**src/verilog/soc_map_pkg.sv**
```systemverilog
// address map of the peripheral side
package soc_map_pkg;

    // on-chip scratch RAM window
    localparam logic [63:0] ram_base = 64'h0000_0000_8000_0000;
    // bytes, one word per 4 bytes
    localparam logic [63:0] ram_bytes = 64'h0000_0000_0000_1000;

    // machine timer, two fixed addresses
    localparam logic [63:0] mtime_addr = 64'h0000_0000_0200_BFF8;
    localparam logic [63:0] mtimecmp_addr = 64'h0000_0000_0200_4000;
    // compare value out of reset
    localparam logic [63:0] mtimecmp_reset = 64'h0000_0000_8000_0000;

    // PLIC window
    // priority of source id sits at base + 4 * id
    localparam logic [63:0] plic_base = 64'h0000_0000_0C00_0000;

    // offsets from plic_base
    // global pending bitmap
    localparam logic [63:0] plic_pending_off = 64'h0000_1000;
    // enable word of context 0
    localparam logic [63:0] plic_enable_off = 64'h0000_2000;
    // threshold of context 0
    localparam logic [63:0] plic_threshold_off = 64'h0020_0000;
    // claim of context 0
    localparam logic [63:0] plic_claim_off = 64'h0020_0004;

    // per context spacing
    // threshold and claim
    localparam logic [63:0] plic_ctx_stride = 64'h0000_1000;
    // enable words
    localparam logic [63:0] plic_enable_stride = 64'h0000_0080;

    // number of interrupt sources, id 0 unused
    localparam int plic_sources = 6;

endpackage

```
**src/verilog/bus_pkg.sv**
```systemverilog
// CPU-style bus seen by the peripherals
package bus_pkg;

    typedef logic [31:0] word_t;
    typedef logic [63:0] dword_t;

    // load/store width codes as issued by the core
    // bit 2 set means zero extension on loads
    typedef enum logic [2:0] {
        ls_b  = 3'b000,
        ls_h  = 3'b001,
        ls_w  = 3'b010,
        ls_d  = 3'b011,
        ls_bu = 3'b100,
        ls_hu = 3'b101,
        ls_wu = 3'b110
    } ls_type_t;

    // master side of the bus
    // addr and wdata held stable until done rises
    // read_en and write_en are one-cycle pulses
    typedef struct packed {
        dword_t   addr;
        dword_t   wdata;
        ls_type_t ls_type;
        logic     read_en;
        logic     write_en;
    } bus_req_t;

    // slave side of the bus
    // done levels sit high while idle
    typedef struct packed {
        dword_t rdata;
        logic   read_done;
        logic   write_done;
    } bus_rsp_t;

    // target chosen by the address decoder
    typedef enum logic [1:0] {
        tgt_none  = 2'd0,
        tgt_ram   = 2'd1,
        tgt_timer = 2'd2,
        tgt_plic  = 2'd3
    } target_t;

endpackage

```
**src/verilog/plic_regs.sv**
```systemverilog
`timescale 1ns/1ps

module plic_regs (
    input  logic              CLOCK_50,
    input  logic              KEY0,
    input  bus_pkg::bus_req_t req,
    input  logic              sel,
    input  logic              rd_stb,
    input  logic              wr_stb,
    input  logic              ext_irq,
    output bus_pkg::word_t    rdata,
    output logic              meip,
    output logic              msip
);

    localparam int id_w = $clog2(soc_map_pkg::plic_sources);
    // priority array spans 4 bytes per source
    localparam bus_pkg::dword_t prio_span = bus_pkg::dword_t'(soc_map_pkg::plic_sources * 4);

    logic [2:0]      prio [soc_map_pkg::plic_sources];
    bus_pkg::word_t  pending;
    bus_pkg::word_t  enable [2];
    logic [2:0]      threshold [2];
    bus_pkg::word_t  claim [2];
    logic            irq_q;
    logic            irq_rise;
    bus_pkg::dword_t off;
    logic [id_w-1:0] prio_id;
    logic            prio_hit;
    logic            pend_hit;
    logic [1:0]      en_hit;
    logic [1:0]      thr_hit;
    logic [1:0]      clm_hit;
    logic            rd;
    logic            wr;

    assign off      = req.addr - soc_map_pkg::plic_base;
    assign prio_id  = off[id_w+1:2];
    assign prio_hit = (off < prio_span);
    assign pend_hit = (off == soc_map_pkg::plic_pending_off);
    assign rd       = sel & rd_stb;
    assign wr       = sel & wr_stb;
    assign irq_rise = ext_irq & ~irq_q;

    // per context decode and claim id
    // only source 1 is wired, so the id is 1 or 0
    always_comb begin
        for (int c = 0; c < 2; c++) begin
            en_hit[c]  = (off == soc_map_pkg::plic_enable_off + c * soc_map_pkg::plic_enable_stride);
            thr_hit[c] = (off == soc_map_pkg::plic_threshold_off + c * soc_map_pkg::plic_ctx_stride);
            clm_hit[c] = (off == soc_map_pkg::plic_claim_off + c * soc_map_pkg::plic_ctx_stride);
            claim[c]   = (pending[1] && enable[c][1]) ? 32'd1 : 32'd0;
        end
    end

    // threshold is not compared against priority
    assign meip = (claim[0] != 32'd0);
    assign msip = (claim[1] != 32'd0);

    // read mux, unknown offsets read zero
    always_comb begin
        rdata = '0;
        if (prio_hit) begin
            rdata = 32'(prio[prio_id]);
        end else if (pend_hit) begin
            rdata = pending;
        end else begin
            for (int c = 0; c < 2; c++) begin
                if (en_hit[c]) rdata = enable[c];
                if (thr_hit[c]) rdata = 32'(threshold[c]);
                if (clm_hit[c]) rdata = claim[c];
            end
        end
    end

    always_ff @(posedge CLOCK_50 or negedge KEY0) begin
        if (!KEY0) begin
            for (int i = 0; i < soc_map_pkg::plic_sources; i++) begin
                prio[i] <= '0;
            end
            for (int c = 0; c < 2; c++) begin
                enable[c]    <= '0;
                threshold[c] <= '0;
            end
            pending <= '0;
            irq_q   <= 1'b0;
        end else begin
            irq_q <= ext_irq;
            if (wr && prio_hit) begin
                prio[prio_id] <= req.wdata[2:0];
            end
            for (int c = 0; c < 2; c++) begin
                if (wr && en_hit[c]) enable[c] <= req.wdata[31:0];
                if (wr && thr_hit[c]) threshold[c] <= req.wdata[2:0];
                // claim read retires the pending source
                if (rd && clm_hit[c] && claim[c] != 32'd0) pending[claim[c][4:0]] <= 1'b0;
            end
            // new edge on the external line beats a same-cycle claim
            if (irq_rise) begin
                pending[1] <= 1'b1;
            end
        end
    end

endmodule

```
**config.mk**
```make
export PLATFORM = sky130hd
export DESIGN_NAME = plic_regs
export DESIGN_NICKNAME = d
export VERILOG_FILES = /design/src/verilog/soc_map_pkg.sv /design/src/verilog/bus_pkg.sv /design/src/verilog/plic_regs.sv
export SDC_FILE = /design/constraint.sdc
export NUM_CORES = 1
export LEC_CHECK = 0
export BUFFER_PORTS_ARGS = -buffer_cell sky130_fd_sc_hd__buf_2
export CORE_ASPECT_RATIO = 0.5
export CORE_MARGIN = 2
export CORE_UTILIZATION = 40
export CTS_CLUSTER_DIAMETER = 40
export CTS_CLUSTER_SIZE = 20
export DETAILED_ROUTE_END_ITERATION = 16
export PLACE_DENSITY_LB_ADDON = 0.2
export SYNTH_ARGS = -nofsm -noshare
export SYNTH_HDL_FRONTEND = slang
export SYNTH_SLANG_ARGS = --single-unit
```
**constraint.sdc**
```tcl
create_clock -name CLOCK_50 -period 3.5 [get_ports CLOCK_50]
set_clock_uncertainty 0.1 [all_clocks]
set_input_delay 0.7 -clock CLOCK_50 [delete_from_list [all_inputs] [get_ports CLOCK_50]]
set_output_delay 0.7 -clock CLOCK_50 [all_outputs]
set_load 0.02 [all_outputs]
```
## Yosys cells after proc, flatten, opt, wreduce, memory -nomap -nowiden

Cells that the tools add are included.

- Register bits: 121
- Output and inout port bits: 34
- Bits of input ports: 139

- Bitwise gates (word level): 9
- Equality and inequality tests: 7
- Reductions and logical operators: 16
- Add/sub/neg operators: 1
- $lt $le $gt $ge: 7
- Multiplexer cells: 23

Operators by type and width:

| kind | number |
|---|---|
| two-way mux 32 bit | 10 |
| equality test 64 x 22 -> 1 bit (second input constant) | 4 |
| equality test 64 x 14 -> 1 bit (second input constant) | 2 |
| bitwise AND 32 bit | 2 |
| equality test 64 x 13 -> 1 bit (second input constant) | 1 |
| less-than comparator 64 x 5 -> 1 bit (second input constant) | 1 |
| NOT 32 bit | 2 |
| nonzero test 32 bit | 2 |
| subtractor 64 x 28 -> 64 bit (second input constant) | 1 |
| bitwise mux 18 bit | 1 |
| logical AND 1 bit | 14 |
| less-than comparator 1 x 6 -> 1 bit (second input constant) | 2 |
| demux 1 bit (select 5 bit) | 2 |
| binary-select mux 3 bit (select 3 bit) | 1 |
| demux 3 bit (select 3 bit) | 1 |
| two-way mux 3 bit | 3 |
| two-way mux 1 bit | 5 |
| >= comparator 4 bit (second input constant) | 1 |
| less-than comparator 4 x 1 -> 1 bit (second input constant) | 1 |
| NOT 3 -> 4 bit | 1 |
| bitwise AND 1 bit | 3 |
| >= comparator 1 bit (second input constant) | 2 |
| NOT 1 bit | 1 |

## Longest topological paths before layout

- Depth after elaboration: 12
- Depth in mapped cells: 8
- Depth with buffers taken out: 6

## Least setup slack after synthesis

OpenSTA, ideal clock, no wires.

- Kind: input -> output
- Start point: input req[115] (netlist bit)
- End point: output rdata[1]
- Cell stages on the path: 6
- Path buffers: 0
- Data arrival time: 3.103 ns
- Setup slack: -0.403 ns
- Required time: 2.700 ns
- Path through: or4_4 > or4b_1 > a211oi_2 > o21ai_1 > a211o_1 > a221oi_1

- Cells in the longest elaborated chain, start to end: 10
- Elaborated cells between the ends (all ways): 17
- Classes of those cells: add/sub: 1; order compare: 1; eq/ne: 7; mux: 8

RTL lines:

| element | line | text |
|---|---|---|
| from (decl) | plic_regs.sv:6 | `input bus_pkg::bus_req_t req,` |
| subtractor 64 x 28 -> 64 bit * | plic_regs.sv:37 | `assign off = req.addr - soc_map_pkg::plic_base;` |
| equality test 64 x 14 -> 1 bit | plic_regs.sv:49 | `en_hit[c] = (off == soc_map_pkg::plic_enable_off + c * soc_map_pkg::plic_enable_stride);` |
| two-way mux 32 bit | plic_regs.sv:69 | `if (en_hit[c]) rdata = enable[c];` |
| two-way mux 32 bit | plic_regs.sv:70 | `if (thr_hit[c]) rdata = 32'(threshold[c]);` |
| two-way mux 32 bit | plic_regs.sv:71 | `if (clm_hit[c]) rdata = claim[c];` |
| two-way mux 32 bit | plic_regs.sv:69 |  |
| two-way mux 32 bit | plic_regs.sv:70 |  |
| two-way mux 32 bit | plic_regs.sv:71 |  |
| two-way mux 32 bit | plic_regs.sv:65 | `end else if (pend_hit) begin` |
| two-way mux 32 bit * | plic_regs.sv:63 | `if (prio_hit) begin` |
| to (decl) | plic_regs.sv:11 | `output bus_pkg::word_t rdata,` |

Every way passes the cells marked *; elsewhere a longest branch is shown, timed or not.

## Worst setup path in the final report

- Start point: input req[115] (netlist bit)
- End point: output rdata[2]

The elaborated chain is that of the path after synthesis.

==> impl_metrics.tcl <==
set metrics [dict create \
    status "finished, violations left" \
    failed_checks "negative setup slack" \
    vias_per_cell 5.279 \
    period_needed_ns 3.880 \
    yosys_warnings 0 \
    ys_top_cells_by_count "dfrtp_1 (91), mux2_4 (60), nor2_1 (37)" \
    pwr-share-clk 0.432 \
    pwr_density_cell_nw_per_um2 291.1 \
    num-fill-cells 975 \
    h-tree-depth 3 \
    portBuffers 135 \
    timing.rr.end "pending[1]$_DFF_PN0_" \
    final_max_slew_viol_count 0 \
    yosysSeqAreaShare 0.4504 \
    crit_fanout 7 \
    gp_congestion 0.8170 \
    clock_sinks 91 \
    ant_nets 0 \
    r2r-start "pending[1]$_DFF_PN0_" \
    antenna_found_initial 0 \
    synth_area_leader_cell "dfrtp_1" \
    synth_area_leaders "dfrtp_1 (45%), mux2_4 (18%), mux2_2 (5.6%)" \
    post_drt_wl_per_cell_microns 17.14 \
    drtPass1Iterations 5 \
    seqPwrFrac 0.494 \
    crit_arrival_ns 3.08 \
    synth_edf_count 0 \
    synth-seq-cells 91 \
    period_share 1.109 \
    synth_top_area_share 0.4504 \
    first_iter_violations 225 \
    fp.dieW_microns 163 \
    clk_path_buf_depth 2 \
    dpl.hpwl_microns 9810 \
    whs_ns 0.2299 \
    synth_nets 550 \
    clock_latency_ns 0.34 \
    worst_slew_pin_slew_ns 0.6199 \
    hold_path_class "input pin to async pin" \
    ys.flop_type "dfrtp_1" \
    relSlewSlack 0.5849 \
    setup_viol 32 \
    max-cap-violations 0 \
    final-hold-violation-count 0 \
    critPathLaunchType "input pin" \
    cell_internal_pwr_mw 1.627 \
    ir_drop_mv 0.2070 \
    worstSetupPathType "input pin to primary output" \
    layout-drive-gt1-share 0.5928 \
    grt_usage 0.2032 \
    final_cells 779 \
    antennaDiodeCount 0 \
    cts_root_buffer "clkbuf_16" \
    reg2regPathDepth 6 \
    cts_tree "yes" \
    io_pins 173 \
    fp.dieH_microns 83.50 \
    grt_pass1_vias 4380 \
    routed_wirelength_microns 13350 \
    async_flop_share 1.000 \
    dieArea_sq_um 13610 \
    power.leakage_nw 3.243 \
    ff2ff_setup_slack_ns 1.67 \
    cp-end-kind "primary output" \
    finalPower_mw 2.128 \
    fmax_mhz 257.7 \
    remaining_drc_errors 0 \
    combPwrFrac 0.074 \
    grt_max_degree 41 \
    start_util 0.4183 \
    syn_avg_cell_area_sq_um 12.30 \
    area_delta_synth_final_pct 44.59 \
    nNetsFinal 748 \
    grt_pass1_wl_microns 21970 \
    clk_pin_slew_ns 0.06 \
    dp.cells 758 \
    rows 28 \
    gr-total-overflow 0 \
    cts_inserted_buffers 9 \
    via_count 4112 \
    synth_area_sq_um 5056 \
    synth.most_common_cell "dfrtp_1" \
    setup_ws_ns -0.3803 \
    synthDistinctLibCells 55 \
    netlist_instances 411 \
    p_sw_mw 0.5012 \
    switching_share 0.2355 \
    core_area_sq_um 12090 \
    rsz0062_at_grt "yes" \
    worst_ep_required_time_ns 2.70 \
]
-- metrics by stage --
stage               setup WS (ns)  setup TNS (ns)  utilization  cell area [sq um]
floorplan                 -0.2646          -7.882            -               5343
global placement          -0.4443          -26.59       0.5565               6726
detailed placement        -0.4486          -28.30       0.5565               6726
CTS                       -0.4028          -11.13       0.6005               7258
global route              -0.4493          -13.37       0.6049               7311
finish                    -0.3803          -11.09       0.6049               7311
-- cells in the final DEF, fill, tap and decap left out, types with 3 or more instances in the layout --
cell | synthesis | layout
nand2b_1 | 3 | 3
buf_6 | 6 | 33
nor4_1 | 12 | 11
a211oi_1 | 5 | 5
nor4_2 | 6 | 6
nand2_1 | 7 | 7
nor2_1 | 37 | 8
clkbuf_16 | 0 | 10
nor3_1 | 8 | 7
mux2i_1 | 4 | 4
dfrtp_1 | 91 | 91
mux2_1 | 3 | 3
o22ai_1 | 4 | 4
nor2_4 | 0 | 29
nand3_1 | 14 | 14
mux4_2 | 3 | 3
nand4_1 | 4 | 4
mux2_4 | 60 | 60
nand4b_1 | 6 | 6
a22oi_1 | 29 | 29
inv_1 | 13 | 13
or3_1 | 4 | 4
mux2_2 | 25 | 25
a21oi_1 | 6 | 4
a21o_1 | 3 | 3
buf_4 | 0 | 64
buf_12 | 0 | 10
nor4_4 | 2 | 3
buf_2 | 0 | 100
-- power by group through the flow --
stage	registers, mW	logic, mW	clock network, mW
6_report	1.05	0.157	0.919
5_1_grt	1.05	0.176	0.998
4_1_cts	1.05	0.158	0.948
3_5_place_dp	1.07	0.155	0
3_3_place_gp	1.07	0.151	0
2_1_floorplan	1.07	0.0372	0
-- critical path, cell delays in order --
cell	delay, ns
buf_6	0.09
or4_4	0.55
or4b_4	0.55
a211oi_4	0.25
o21ai_2	0.10
a211o_4	0.38
buf_12	0.20
a21oi_4	0.11
buf_6	0.13
-- state kept, by name (all words and copies together) (netlist names) --
register	cells
threshold	6
prio	18
irq_q	1
enable	64
pending	2
-- worst max-delay path by stage --
stage / start / to / slack [ns] / cells after the start
6_report: req[115] / rdata[2] / -0.38 / 9
2_1_floorplan: req[115] / rdata[10] / -0.26 / 7
5_1_grt: req[115] / rdata[11] / -0.45 / 9
3_3_place_gp: req[115] / rdata[2] / -0.44 / 9
3_5_place_dp: req[115] / rdata[2] / -0.45 / 9
4_1_cts: req[115] / rdata[18] / -0.40 / 9
-- layer usage --
layer | global-route usage | up-vias | share of wire | wire (microns)
li1 | - | 1958 | - | -
met1 | 0.2739 | 2040 | 0.46 | 6187
met2 | 0.3355 | 110 | 0.47 | 6300
met3 | 0.05117 | 4 | 0.060 | 795
met4 | 0.03701 | 0 | 0.0051 | 68
met5 | 0 | - | 0 | 0
-- cell families after synthesis --
kind of cell             after synthesis  share of synthesized area
AO/OA/AOI/OAI                         71                     0.1106
flip-flops                            91                     0.4504
adder cells (fa/ha/maj)                1                   0.001980
AND/OR/NAND/NOR                      118                     0.1403
multiplexers                          95                     0.2618
buffers and inverters                 35                    0.03489
-- repair_timing --
action	4_1_cts	5_1_grt
buffers inserted	1	2
hold endpoints to repair	0	0
pin swaps	14	10
gates cloned	1	1
setup endpoints to repair	32	32
hold buffers	0	0
resized for setup	67	2
-- final cells by class --
cell class | count | area (sq um) | area share
inverters | 13 | 48.80 | 0.006675
repair buffers | 209 | 1605 | 0.2196
well taps | 165 | 206.4 | 0.02824
clock inverters | 5 | 37.54 | 0.005134
flip-flops and latches | 91 | 2277 | 0.3115
clock buffers | 11 | 242.7 | 0.03320
multi-input cells | 285 | 2893 | 0.3957
No activity file was read; power rests on OpenSTA's default activity.
