--- config.mk ---
export PLATFORM = sky130hd
export DESIGN_NAME = machine_timer
export DESIGN_NICKNAME = d
export VERILOG_FILES = /design/src/verilog/soc_map_pkg.sv /design/src/verilog/bus_pkg.sv /design/src/verilog/machine_timer.sv
export SDC_FILE = /design/constraint.sdc
export NUM_CORES = 1
export LEC_CHECK = 0
export BUFFER_PORTS_ARGS = -buffer_cell sky130_fd_sc_hd__clkbuf_2
export CAP_MARGIN = 40
export CORE_ASPECT_RATIO = 1.5
export CORE_MARGIN = 8
export CORE_UTILIZATION = 45
export CTS_CLUSTER_DIAMETER = 100
export DETAILED_ROUTE_END_ITERATION = 10
export GPL_ROUTABILITY_DRIVEN = 0
export PLACE_DENSITY = 0.85
export SLEW_MARGIN = 10
export SYNTH_ARGS = -nofsm -noshare
export SYNTH_HDL_FRONTEND = slang
export SYNTH_SLANG_ARGS = --single-unit
export TNS_END_PERCENT = 10
--- constraint.sdc ---
create_clock -name CLOCK_50 -period 2.7 [get_ports CLOCK_50]
set_input_delay 0.54 -clock CLOCK_50 [delete_from_list [all_inputs] [get_ports CLOCK_50]]
set_output_delay 0.54 -clock CLOCK_50 [all_outputs]
set_load 0.05 [all_outputs]
--- src/verilog/soc_map_pkg.sv ---
// address map of the peripheral side
package soc_map_pkg;

    // on-chip scratch RAM window
    localparam logic [63:0] ram_base = 64'h0000_0000_8000_0000;
    // bytes, one word per 4 bytes
    localparam logic [63:0] ram_bytes = 64'h0000_0000_0000_1000;

    // machine timer, two fixed addresses
    localparam logic [63:0] mtime_addr = 64'h0000_0000_0200_BFF8;
    localparam logic [63:0] mtimecmp_addr = 64'h0000_0000_0200_4000;
    // compare value out of reset
    localparam logic [63:0] mtimecmp_reset = 64'h0000_0000_8000_0000;

    // PLIC window
    // priority of source id sits at base + 4 * id
    localparam logic [63:0] plic_base = 64'h0000_0000_0C00_0000;

    // offsets from plic_base
    // global pending bitmap
    localparam logic [63:0] plic_pending_off = 64'h0000_1000;
    // enable word of context 0
    localparam logic [63:0] plic_enable_off = 64'h0000_2000;
    // threshold of context 0
    localparam logic [63:0] plic_threshold_off = 64'h0020_0000;
    // claim of context 0
    localparam logic [63:0] plic_claim_off = 64'h0020_0004;

    // per context spacing
    // threshold and claim
    localparam logic [63:0] plic_ctx_stride = 64'h0000_1000;
    // enable words
    localparam logic [63:0] plic_enable_stride = 64'h0000_0080;

    // number of interrupt sources, id 0 unused
    localparam int plic_sources = 6;

endpackage

--- src/verilog/bus_pkg.sv ---
// CPU-style bus seen by the peripherals
package bus_pkg;

    typedef logic [31:0] word_t;
    typedef logic [63:0] dword_t;

    // load/store width codes as issued by the core
    // bit 2 set means zero extension on loads
    typedef enum logic [2:0] {
        ls_b  = 3'b000,
        ls_h  = 3'b001,
        ls_w  = 3'b010,
        ls_d  = 3'b011,
        ls_bu = 3'b100,
        ls_hu = 3'b101,
        ls_wu = 3'b110
    } ls_type_t;

    // master side of the bus
    // addr and wdata held stable until done rises
    // read_en and write_en are one-cycle pulses
    typedef struct packed {
        dword_t   addr;
        dword_t   wdata;
        ls_type_t ls_type;
        logic     read_en;
        logic     write_en;
    } bus_req_t;

    // slave side of the bus
    // done levels sit high while idle
    typedef struct packed {
        dword_t rdata;
        logic   read_done;
        logic   write_done;
    } bus_rsp_t;

    // target chosen by the address decoder
    typedef enum logic [1:0] {
        tgt_none  = 2'd0,
        tgt_ram   = 2'd1,
        tgt_timer = 2'd2,
        tgt_plic  = 2'd3
    } target_t;

endpackage

--- src/verilog/machine_timer.sv ---
`timescale 1ns/1ps

module machine_timer (
    input  logic              CLOCK_50,
    input  logic              KEY0,
    input  bus_pkg::bus_req_t req,
    input  logic              sel,
    input  logic              wr_stb,
    output bus_pkg::dword_t   mtime,
    output bus_pkg::dword_t   mtimecmp,
    output bus_pkg::dword_t   rdata
);

    logic cmp_hit;

    assign cmp_hit = (req.addr == soc_map_pkg::mtimecmp_addr);

    // free-running time base
    always_ff @(posedge CLOCK_50 or negedge KEY0) begin
        if (!KEY0) begin
            mtime <= '0;
        end else begin
            mtime <= mtime + 64'd1;
        end
    end

    // compare register, mtime writes are dropped
    always_ff @(posedge CLOCK_50 or negedge KEY0) begin
        if (!KEY0) begin
            mtimecmp <= soc_map_pkg::mtimecmp_reset;
        end else if (sel && wr_stb && cmp_hit) begin
            mtimecmp <= req.wdata;
        end
    end

    // read in the strobe cycle
    assign rdata = cmp_hit ? mtimecmp : mtime;

endmodule

Word-level counts from Yosys, hierarchy flattened

Cells that the tools add are included.

Memories kept: 0
Memory bits (read-only): 0
Bits in latches: 0
Output and inout port bits: 192
RAM bits: 0
Bits in registers: 128

Reductions and logical operators: 2
Magnitude comparators: 0
Add/sub/neg operators: 1
Bitwise gates (word level): 0
Divide/modulo/power cells: 0
Equal/unequal tests: 1
Shift operators: 0
$mul: 0
Mux-type cells: 1

Operators by type and width:

| operator                                                                | number |
|---|---|
| 64-bit by 1-bit adder with 64-bit output, second input constant         | 1 |
| 64-bit by 26-bit equality test with 1-bit output, second input constant | 1 |
| 64-bit two-way mux                                                      | 1 |
| 1-bit logical AND                                                       | 2 |

Depth between registers and ports, before layout

Gate-level depths: netlist of run 1.

Depth in word-level cells: 2
Gate-level depth with buffers: 8
Mapped depth without buffers: 6

Worst setup path before layout of run 1

No wires, ideal clock.

Kind: input port to output port
Start: input port req[80] (netlist bit)
End: output port rdata[34]
Path buffers: 1
Arrival: 2.288 ns
Path slack: -0.128 ns
Data required time: 2.160 ns
Stages on the path: 6
Cells stage by stage: nor4b_1 nand4_1 nor4_2 clkbuf_1 nand2_1 o21ai_0

Longest elaborated chain between the ends: 2

RTL lines:

| what                                             | line                | RTL |
|---|---|---|
| start: declaration                               | machine_timer.sv:6  | `input bus_pkg::bus_req_t req,` |
| 64-bit by 26-bit equality test with 1-bit output | machine_timer.sv:16 | `assign cmp_hit = (req.addr == soc_map_pkg::mtimecmp_addr);` |
| 64-bit two-way mux                               | machine_timer.sv:37 | `assign rdata = cmp_hit ? mtimecmp : mtime;` |
| end: declaration                                 | machine_timer.sv:11 | `output bus_pkg::dword_t rdata` |

No other way between the ends.

Worst setup path after layout of run 1

Start: input port req[93] (netlist bit)
End: output port rdata[19]

The elaborated chain is that of the path after synthesis.

==> results.yml, run 1 <==
logic_synthesis:
  postSynthRegisterBits: 128
  number_of_flops_mapped_to_enable_cells_by_yosys: 0
  post_synth_main_area_contributors: "sky130_fd_sc_hd__dfrtp_1, sky130_fd_sc_hd__mux2_1, sky130_fd_sc_hd__mux2_2"
  netlist_instances: 495
  synth_common_cells: "sky130_fd_sc_hd__dfrtp_1, sky130_fd_sc_hd__mux2_1, sky130_fd_sc_hd__mux2_2"
  synth_seq_area_share: 0.523
  synth_ff_type: "sky130_fd_sc_hd__dfrtp_1"
  most_frequent_cell_after_synthesis: "sky130_fd_sc_hd__dfrtp_1"
  synth_top_area_cell: "sky130_fd_sc_hd__dfrtp_1"
  post_synth.cell_area_avg_um2: 12.4
  synth.yosys.warnings: 0
  syn_nets: 633
  synth_async_sr_flop_share: 1.00
  netlist_area_um2: 6130
  ys_types: 28
  synth_top_area_frac: 0.519
routing:
  routed_length_on_met2_mm: 12.8
  drc: 0
  topRoutingLayerUsed: "met4"
  dr_wl_met3_mm: 1.43
  post_drt_via_cell_ratio: 5.55
  postRouteWirelength_mm: 23.2
  route.detailed.wl_per_inst_um: 23.0
  antenna_left: 0
  vias: 5604
  first_iter_violations: 250
  detailedRoute.firstPassIterationCount: 4
  routedLengthMet1_mm: 8.34
power_and_ir_drop:
  p_leak_uw: 0.00505
  p_total_uw: 4490
  pwr_density_cell_nw_per_um2: 465
  ir_drop_mv: 0.408
sta:
  timing_hold_violations_final: 0
  post-route-worst-setup-slack_ps: -297
  post-route-min-period_ps: 3000
  hold-worst-slack_ps: 102
  finalSetupViolCount: 64
  rsz0062_at_grt: "true"
  worst_clock_skew_ps: 11.7
  post-route-period-util: 1.11
  slew_headroom: 0.623
  fmax_ghz: 0.334
  slew_of_the_pin_with_the_lowest_slew_margin_ps: 563
  final_max_slew_viol_count: 0
worst_hold_path:
  hold_path.class: "in -> async"
floorplan:
  design.die.area_um2: 17700
  die-height_um: 159
  num_rows: 52
  design.portCount: 329
  core_region_area_um2: 13400
  start_util: 0.457
  die_w_um: 111
place:
  detailedPlacementHpwl_mm: 15.5
  dp_cells: 974
  port_buffers: 323
  preCtsSetupSlack_ps: -311
critical_path:
  worstSetupEndpointType: "output pin"
  critical_path_class: "in -> out"
  worst_ep_arrival_time_ps: 2460
  worstPathMaxFanout: 17
  crit_slowest_cell: "sky130_fd_sc_hd__nor4b_2"
  required_ps: 2160
  crit_path_max_incr_delay_ps: 380
  worstPathCellList: "clkbuf_2 > nor4b_2 > nand4_1 > nor4_4 > buf_6 > buf_16 > mux2_2 > buf_8"
  cp-start-kind: "input pin"
global_route:
  antenna_found_initial: 0
  wire_length_of_the_first_global_routing_pass_mm: 34.0
  groute.usage.overall: 0.238
  grt_start_max_net_pins: 61
  grt-ovfl-total: 0
  grt_pass1_vias: 6097
final_layout:
  instances_no_fill: 1010
  antenna-diode-count: 0
  flow.area_growth_from_synthesis_pct: 57.5
  nNetsFinal: 973
  proportion_of_layout_cells_with_a_drive_suffix_above_1: 0.529
  final.fill_count: 850
clock_tree:
  htree_num_levels: 4
  clkSinkCount: 128
  cts.reportedPaths.clkPinSlew_ps: 60
  ctsRootBufferMaster: "sky130_fd_sc_hd__clkbuf_16"
  worst_case_clock_buffer_depth: 2
  number_of_clock_buffers_inserted_by_tritoncts: 17
  clock_latency_on_the_worst_skew_pair_ps: 410
  cts_tree: "built"
run_status:
  status: "finished with violations"
  violations: "negative setup slack"
run:
  cap_violations: 0
worst max-delay path, delay by kind of cell:
kind | cells | cell delay [ps]
and+or+nand+nor | 3 | 880
buffers and inverters | 4 | 640
muxes | 1 | 370
per-stage QoR:
step	area [µm²]	utilization	setup TNS [ps]
after global placement	8110	0.605	-28030
final	9650	0.720	-15750
after detailed placement	8110	0.605	-27690
after floorplan	6130	-	-992
after global routing	9650	0.720	-18850
after CTS	9400	0.702	-13200
cell families (layout without fill, tap and decap cells):
| kind of cell | Yosys count | in the layout | synth area share |
|---|---|---|---|
| compound gates | 6 | 6 | 0.00490 |
| xor+xnor | 62 | 62 | 0.0886 |
| fa+ha+maj | 1 | 1 | 0.00204 |
| buf+inv | 25 | 378 | 0.0208 |
| flops | 128 | 128 | 0.523 |
| mux | 122 | 122 | 0.224 |
| simple gates | 151 | 151 | 0.137 |
path summary, 6_finish.rpt:
path	start	cells after the start	slack, ps	to
worst max-delay path	req[93]	8	-300	rdata[19]
worst min register to register	mtimecmp[21]	1	510	mtimecmp[21]
worst max register to register	mtime[0]	6	380	mtime[42]
worst min-delay path	KEY0	1	100	mtimecmp[46]
min in group CLOCK_50	req[10]	2	340	mtimecmp[5]
max in group asynchronous	KEY0	2	1840	mtime[35]
layout by cell type, fill, tap and decap left out, types with 10 or more instances in the layout:
master                        n
sky130_fd_sc_hd__mux2_1      64
sky130_fd_sc_hd__dfrtp_1    127
sky130_fd_sc_hd__nand2_1     28
sky130_fd_sc_hd__clkbuf_16   18
sky130_fd_sc_hd__nand3_1     17
sky130_fd_sc_hd__buf_8       55
sky130_fd_sc_hd__xnor2_1     40
sky130_fd_sc_hd__nand4_1     33
sky130_fd_sc_hd__nor4_1      13
sky130_fd_sc_hd__mux2_2      18
sky130_fd_sc_hd__xor2_1      22
sky130_fd_sc_hd__nor2_1      17
sky130_fd_sc_hd__mux2_4      40
sky130_fd_sc_hd__buf_12      12
sky130_fd_sc_hd__nor3_1      10
sky130_fd_sc_hd__clkbuf_2   256
layout make-up:
class	count	area, µm²	area share
well taps	162	203	0.0210
flip-flops and latches	128	3200	0.332
inverters	6	22.5	0.00233
clock inverters	15	196	0.0204
multi-input cells	342	3050	0.316
clock buffers	17	425	0.0441
repair buffers	340	2550	0.264
state kept, by name (all words and copies together), names as in the netlist:
| name | flops |
|---|---|
| mtime | 64 |
| mtimecmp | 64 |
layer usage:
| layer | track usage | vias up |
|---|---|---|
| met3 | 0.0754 | 48 |
| met5 | 0 | - |
| met4 | 0.101 | 0 |
| li1 | - | 2485 |
| met1 | 0.247 | 2811 |
| met2 | 0.427 | 260 |
report_power, final:
part,internal [µW],switching (µW),leakage [µW]
Clock,1480,925,0.000302
Combinational,79.6,79.5,0.00298
Sequential,1920,0,0.00177
Total,3480,1000,0.00505
repair_timing:
action                     in CTS  in global routing
gates resized for setup       132                101
setup endpoints to repair      64                 64
hold buffers                    0                  0
buffers inserted                2                  1
pin swaps                       3                  4
cloned                          2                  1
(Power assumes the default switching activity.)
==> run 2, diff against run 1 <==
--- a/config.mk
+++ b/config.mk
@@ -7,13 +7,15 @@
 export LEC_CHECK = 0
 export BUFFER_PORTS_ARGS = -buffer_cell sky130_fd_sc_hd__clkbuf_2
 export CAP_MARGIN = 40
+export CELL_PAD_IN_SITES_DETAIL_PLACEMENT = 0
+export CELL_PAD_IN_SITES_GLOBAL_PLACEMENT = 1
 export CORE_ASPECT_RATIO = 1.5
 export CORE_MARGIN = 8
-export CORE_UTILIZATION = 45
+export CORE_UTILIZATION = 34
 export CTS_CLUSTER_DIAMETER = 100
 export DETAILED_ROUTE_END_ITERATION = 10
 export GPL_ROUTABILITY_DRIVEN = 0
-export PLACE_DENSITY = 0.85
+export PLACE_DENSITY = 0.86
 export SLEW_MARGIN = 10
 export SYNTH_ARGS = -nofsm -noshare
 export SYNTH_HDL_FRONTEND = slang
==> constraint.sdc (replaced) <==
create_clock -name CLOCK_50 -period 2.7 [get_ports CLOCK_50]
set_input_delay 0.135 -clock CLOCK_50 [delete_from_list [all_inputs] [get_ports CLOCK_50]]
set_output_delay 0.135 -clock CLOCK_50 [all_outputs]
set_load 0.02 [all_outputs]
==> run 2 against run 1 <==
- the flow now finishes without violations
- core utilization shrank 20 points
- first-iteration DRC count grew 18%
- fmax grew 21%
- critical endpoint is now rdata[16]
- non-clock buffer count grew 60
- worst hold slack gained 130 ps
- sequential power is essentially flat
- critical path depth shrank 1
- cell count grew 11%
- via count shrank 2.7%
- clock power is essentially flat
- largest cell class unchanged
==> results.yml, run 2 (synthesis gave the netlist of run 1 again) <==
critical_path:
  crit_path_max_incr_delay_ps: 480
  crit_slowest_cell: "sky130_fd_sc_hd__nor4_4"
  register_to_register_path_setup_slack_ps: 430
  cp_num_buf_inv: 3
  worstSetupEndpoint: "rdata[16]"
  path_common_cell: "sky130_fd_sc_hd__clkbuf_2"
  critical_path_class: "in -> out"
  worstPathCellList: "clkbuf_2 > nor4b_1 > nand4_1 > nor4_4 > buf_4 > mux2_2 > clkbuf_2"
  cp-start-kind: "input pin"
  required_ps: 2570
  timing.critical_path.depth: 7
  worstSetupEndpointType: "output pin"
  worst_ep_arrival_time_ps: 2340
  r2r_cells: 5
  worst_setup_path_startpoint: "req[96]"
  regToRegEndpoint: "mtime[62]"
  worstPathMaxFanout: 23
  worst_r2r_startpoint: "mtime[42]"
  worst_path_dominant_cell_family: "simple AND/OR/NAND/NOR gates"
place:
  place_area_um2: 8070
  preCtsSetupSlack_ps: 275
  detailedPlacementHpwl_mm: 15.8
  port_buffers: 323
sta:
  rsz0062_at_grt: "false"
  timing_hold_violations_final: 0
  slew_headroom: 0.465
  timing.setup.tns_ps: 0
  post-route-worst-setup-slack_ps: 227
  worst_clock_skew_ps: 7.51
  final_max_slew_viol_count: 0
  post-route-min-period_ps: 2470
  finalSetupViolCount: 0
  fmax_ghz: 0.404
  slew_of_the_pin_with_the_lowest_slew_margin_ps: 803
  post-route-period-util: 0.916
routing:
  detailedRoute.firstPassIterationCount: 4
  post_drt_via_cell_ratio: 4.85
  first_iter_violations: 295
  postRouteWirelength_mm: 20.7
  antenna_left: 0
  drc: 0
  vias: 5453
  route.detailed.wl_per_inst_um: 18.4
final_layout:
  final_common_cell: "sky130_fd_sc_hd__clkbuf_2"
  layout_common_cells: "sky130_fd_sc_hd__clkbuf_2, sky130_fd_sc_hd__dfrtp_1, sky130_fd_sc_hd__dlygate4sd3_1"
  final_design_area_no_fill_um2: 9340
  proportion_of_layout_cells_with_a_drive_suffix_above_1: 0.471
  antenna-diode-count: 0
  layout_top_registers: "mtime: 64 flops, mtimecmp: 64 flops"
  flow.area_growth_from_synthesis_pct: 52.4
  nNetsFinal: 1033
power_and_ir_drop:
  p_total_uw: 4530
  p_leak_uw: 0.00503
  ir_drop_mv: 0.344
  pwr_density_cell_nw_per_um2: 485
floorplan:
  start_util: 0.344
  core_region_area_um2: 17800
  design.die.area_um2: 22700
  num_rows: 60
  design.portCount: 329
  die_w_um: 126
  die-height_um: 180
global_route:
  grt_start_max_net_pins: 86
  grt-ovfl-total: 0
  wire_length_of_the_first_global_routing_pass_mm: 33.0
  grt_pass1_vias: 5988
  antenna_found_initial: 0
  groute.usage.overall: 0.183
clock_tree:
  cts.reportedPaths.clkPinSlew_ps: 50
  clock_latency_on_the_worst_skew_pair_ps: 420
  number_of_clock_buffers_inserted_by_tritoncts: 17
  htree_num_levels: 4
  cts_repair_resize_count: 0
  clkSinkCount: 128
  cts_tree: "built"
  ctsRootBufferMaster: "sky130_fd_sc_hd__clkbuf_16"
  worst_case_clock_buffer_depth: 2
run_status:
  status: "finished clean"
run:
  cap_violations: 0
worst_hold_path:
  hold_path.class: "in -> reg"
## run 2: what timing repair did
item,CTS,global route
buffers inserted,0,0
hold buffers,65,0
endpoints found under the hold margin,147,0
## run 2: worst reg2reg max path: stages, from the launching register on
cell	delay, ps
sky130_fd_sc_hd__dfrtp_1	440
sky130_fd_sc_hd__nand4_1	180
sky130_fd_sc_hd__nor3_1	540
sky130_fd_sc_hd__and4_1	630
sky130_fd_sc_hd__nand4b_1	190
sky130_fd_sc_hd__xnor2_1	160
## run 2: area by class of cell
class,instances,area (µm²)
clock buffers,24,492
clock inverters,8,128
fillers,1570,8450
inverters,6,22.5
multi-input cells,342,2810
flip-flops and latches,128,3200
well taps,217,272
repair buffers,400,2410
## run 2: power by group
part | switching [µW] | internal, µW | total (µW)
Combinational | 85.4 | 135 | 220
Clock | 838 | 1550 | 2390
Sequential | 0 | 1920 | 1920
## run 2: how the worst min path moves through the flow
stage                 from           end  slack (ps)  depth (start not counted)
floorplan             KEY0      mtime[0]        -160                          0
global route        wr_stb   mtimecmp[6]         230                          3
finish              wr_stb   mtimecmp[6]         230                          3
global placement      KEY0  mtimecmp[49]         260                          1
detailed placement    KEY0  mtimecmp[49]         260                          1
CTS                 wr_stb   mtimecmp[6]         210                          3
## run 2: through the flow
step,utilization,hold WS (ps),instances
global route,0.525,227,1125
global placement,0.454,256,1028
finish,0.525,233,1125
detailed placement,0.454,261,1028
CTS,0.525,214,1125
floorplan,-,-161,495
## run 2: layer usage
metal	wire length (µm)	up-vias	GRT usage
met1	8240	2629	0.204
met3	1460	27	0.0631
li1	-	2592	-
met5	0	-	0
met4	388	0	0.0621
met2	10600	205	0.319
==> run 3, diff against run 2 <==
==> constraint.sdc (replaced) <==
create_clock -name CLOCK_50 -period 2.7 [get_ports CLOCK_50]
set_input_delay 0.405 -clock CLOCK_50 [delete_from_list [all_inputs] [get_ports CLOCK_50]]
set_output_delay 0.405 -clock CLOCK_50 [all_outputs]
set_load 0.02 [all_outputs]
==> run 3 against run 2 <==
- via count decreased by 2.0%
- sequential power is essentially flat
- critical path type unchanged
- first-iteration DRC count grew 4.1%
- combinational power shrank 30%
- count of clock-buffer cells in the layout shrank 3
- critical endpoint is now rdata[45]
- die area stayed put
- largest cell class unchanged
- clock skew is essentially flat
- clock power about the same
- routed wire length decreased by 0.51%
==> results.yml, run 3 (synthesis gave the netlist of run 1 again) <==
run_status:
  status: "finished clean"
critical_path:
  worst_r2r_startpoint: "mtime[35]"
  critical_path_class: "in -> out"
  worstPathCellList: "clkbuf_2 > nor4b_4 > nand4_1 > nor4_4 > buf_12 > buf_12 > mux2_2 > clkbuf_2"
  worstPathMaxFanout: 18
  worst_ep_arrival_time_ps: 2240
  worstSetupEndpointType: "output pin"
  crit_slowest_cell: "sky130_fd_sc_hd__mux2_2"
  crit_path_max_incr_delay_ps: 350
  required_ps: 2300
  cp-start-kind: "input pin"
  worst_setup_path_startpoint: "req[93]"
  register_to_register_path_setup_slack_ps: 400
global_route:
  grt_start_max_net_pins: 52
  groute.usage.overall: 0.181
  grt_pass1_vias: 5872
  global_route.usage.met3: 0.0640
  busiest_layer: "met2"
  globalRouteMet2Util: 0.316
  global_route.usage.met1: 0.201
  grt-ovfl-total: 0
  wire_length_of_the_first_global_routing_pass_mm: 32.5
  antenna_found_initial: 0
routing:
  postRouteWirelength_mm: 20.6
  route.detailed.wl_per_inst_um: 19.2
  antenna_left: 0
  first_iter_violations: 307
  post_drt_via_cell_ratio: 4.97
  drc: 0
  vias: 5342
  detailedRoute.firstPassIterationCount: 5
power_and_ir_drop:
  p_leak_uw: 0.00485
  pwr_density_cell_nw_per_um2: 503
  ir_drop_mv: 0.263
sta:
  fmax_ghz: 0.378
  post-route-worst-setup-slack_ps: 57.3
  rsz0062_at_grt: "true"
  post-route-period-util: 0.979
  timing_hold_violations_final: 0
  finalSetupViolCount: 0
  slew_of_the_pin_with_the_lowest_slew_margin_ps: 540
  worst_clock_skew_ps: 7.77
  final_max_slew_viol_count: 0
  timing.setup.tns_ps: 0
  post-route-min-period_ps: 2640
  slew_headroom: 0.637
floorplan:
  design.portCount: 329
  die_w_um: 126
  die-height_um: 180
  start_util: 0.344
  core_region_area_um2: 17800
  design.die.area_um2: 22700
  num_rows: 60
final_layout:
  layout_top_registers: "mtime: 64 flops, mtimecmp: 64 flops"
  nNetsFinal: 982
  proportion_of_layout_cells_with_a_drive_suffix_above_1: 0.524
  antenna-diode-count: 0
  flow.area_growth_from_synthesis_pct: 44.9
  final_design_area_no_fill_um2: 8880
  layout_common_cells: "sky130_fd_sc_hd__clkbuf_2, sky130_fd_sc_hd__dfrtp_1, sky130_fd_sc_hd__mux2_1"
  final_common_cell: "sky130_fd_sc_hd__clkbuf_2"
clock_tree:
  cts_tree: "built"
  htree_num_levels: 4
  worst_case_clock_buffer_depth: 2
  cts.reportedPaths.clkPinSlew_ps: 60
  clock_latency_on_the_worst_skew_pair_ps: 420
  ctsRootBufferMaster: "sky130_fd_sc_hd__clkbuf_16"
  clkSinkCount: 128
  number_of_clock_buffers_inserted_by_tritoncts: 17
place:
  detailedPlacementHpwl_mm: 16.1
  place_area_um2: 8180
  port_buffers: 323
  preCtsSetupSlack_ps: -60.4
worst_hold_path:
  worstHoldStart: "req[68]"
  hold_path.class: "in -> reg"
run:
  cap_violations: 0
run 3: cell types whose count changed in the layout (fill, tap and decap cells not counted), moves of 3 or more:
cell / delta
sky130_fd_sc_hd__clkbuf_2: -6
sky130_fd_sc_hd__buf_4: +14
sky130_fd_sc_hd__inv_6: +3
sky130_fd_sc_hd__nor4_1: -5
sky130_fd_sc_hd__nor4_2: +5
sky130_fd_sc_hd__dlygate4sd3_1: -64
sky130_fd_sc_hd__buf_2: +3
run 3: final timing paths:
path / endpoint / cells after the start
setup / recovery: rdata[45] / 8
hold / removal: mtimecmp[63] / 2
setup reg to reg: mtime[62] / 5
hold reg to reg: mtimecmp[44] / 1
max in group asynchronous: mtimecmp[39] / 3
min in group asynchronous: mtimecmp[48] / 2
run 3: timing repair:
action,CTS,global route
resized for setup,2,15
setup buffers,0,2
endpoints found under the setup margin,51,57
hold buffers,1,0
hold endpoints to repair,48,0
pin swaps,3,1
gates cloned,0,0
run 3: layout make-up:
class | count | area [µm²]
Clock buffer | 21 | 460
Clock inverter | 11 | 154
Tap cell | 217 | 272
Fill cell | 1614 | 8910
Sequential cell | 128 | 3200
Multi-Input combinational cell | 342 | 2860
Inverter | 6 | 22.5
Timing Repair Buffer | 349 | 1900
run 3: through the flow:
stage          cells   util  hold WS (ps)  power (µW)
2_1_floorplan    495      -           109        1960
3_3_place_gp    1039  0.460           382        2100
3_5_place_dp    1039  0.460           386        2100
4_1_cts         1072  0.496           178        4520
5_1_grt         1074  0.499           184        4620
6_report        1074  0.499           199        4460
run 3: critical path: cells and delay by family:
family,cells,cell delay [ps]
buf+inv,4,630
mux,1,350
simple gates,3,830
run 3: layer usage:
layer,vias to the layer above,part of all wire,routed length (µm)
li1,2492,-,-
met1,2634,0.40,8160
met2,196,0.52,10800
met3,20,0.068,1400
met4,0,0.012,245
met5,-,0,0
run 3: where the power goes:
part	total [µW]	switching, µW	internal (µW)
Sequential	1920	0	1920
Combinational	155	75.6	78.9
Clock	2390	880	1510
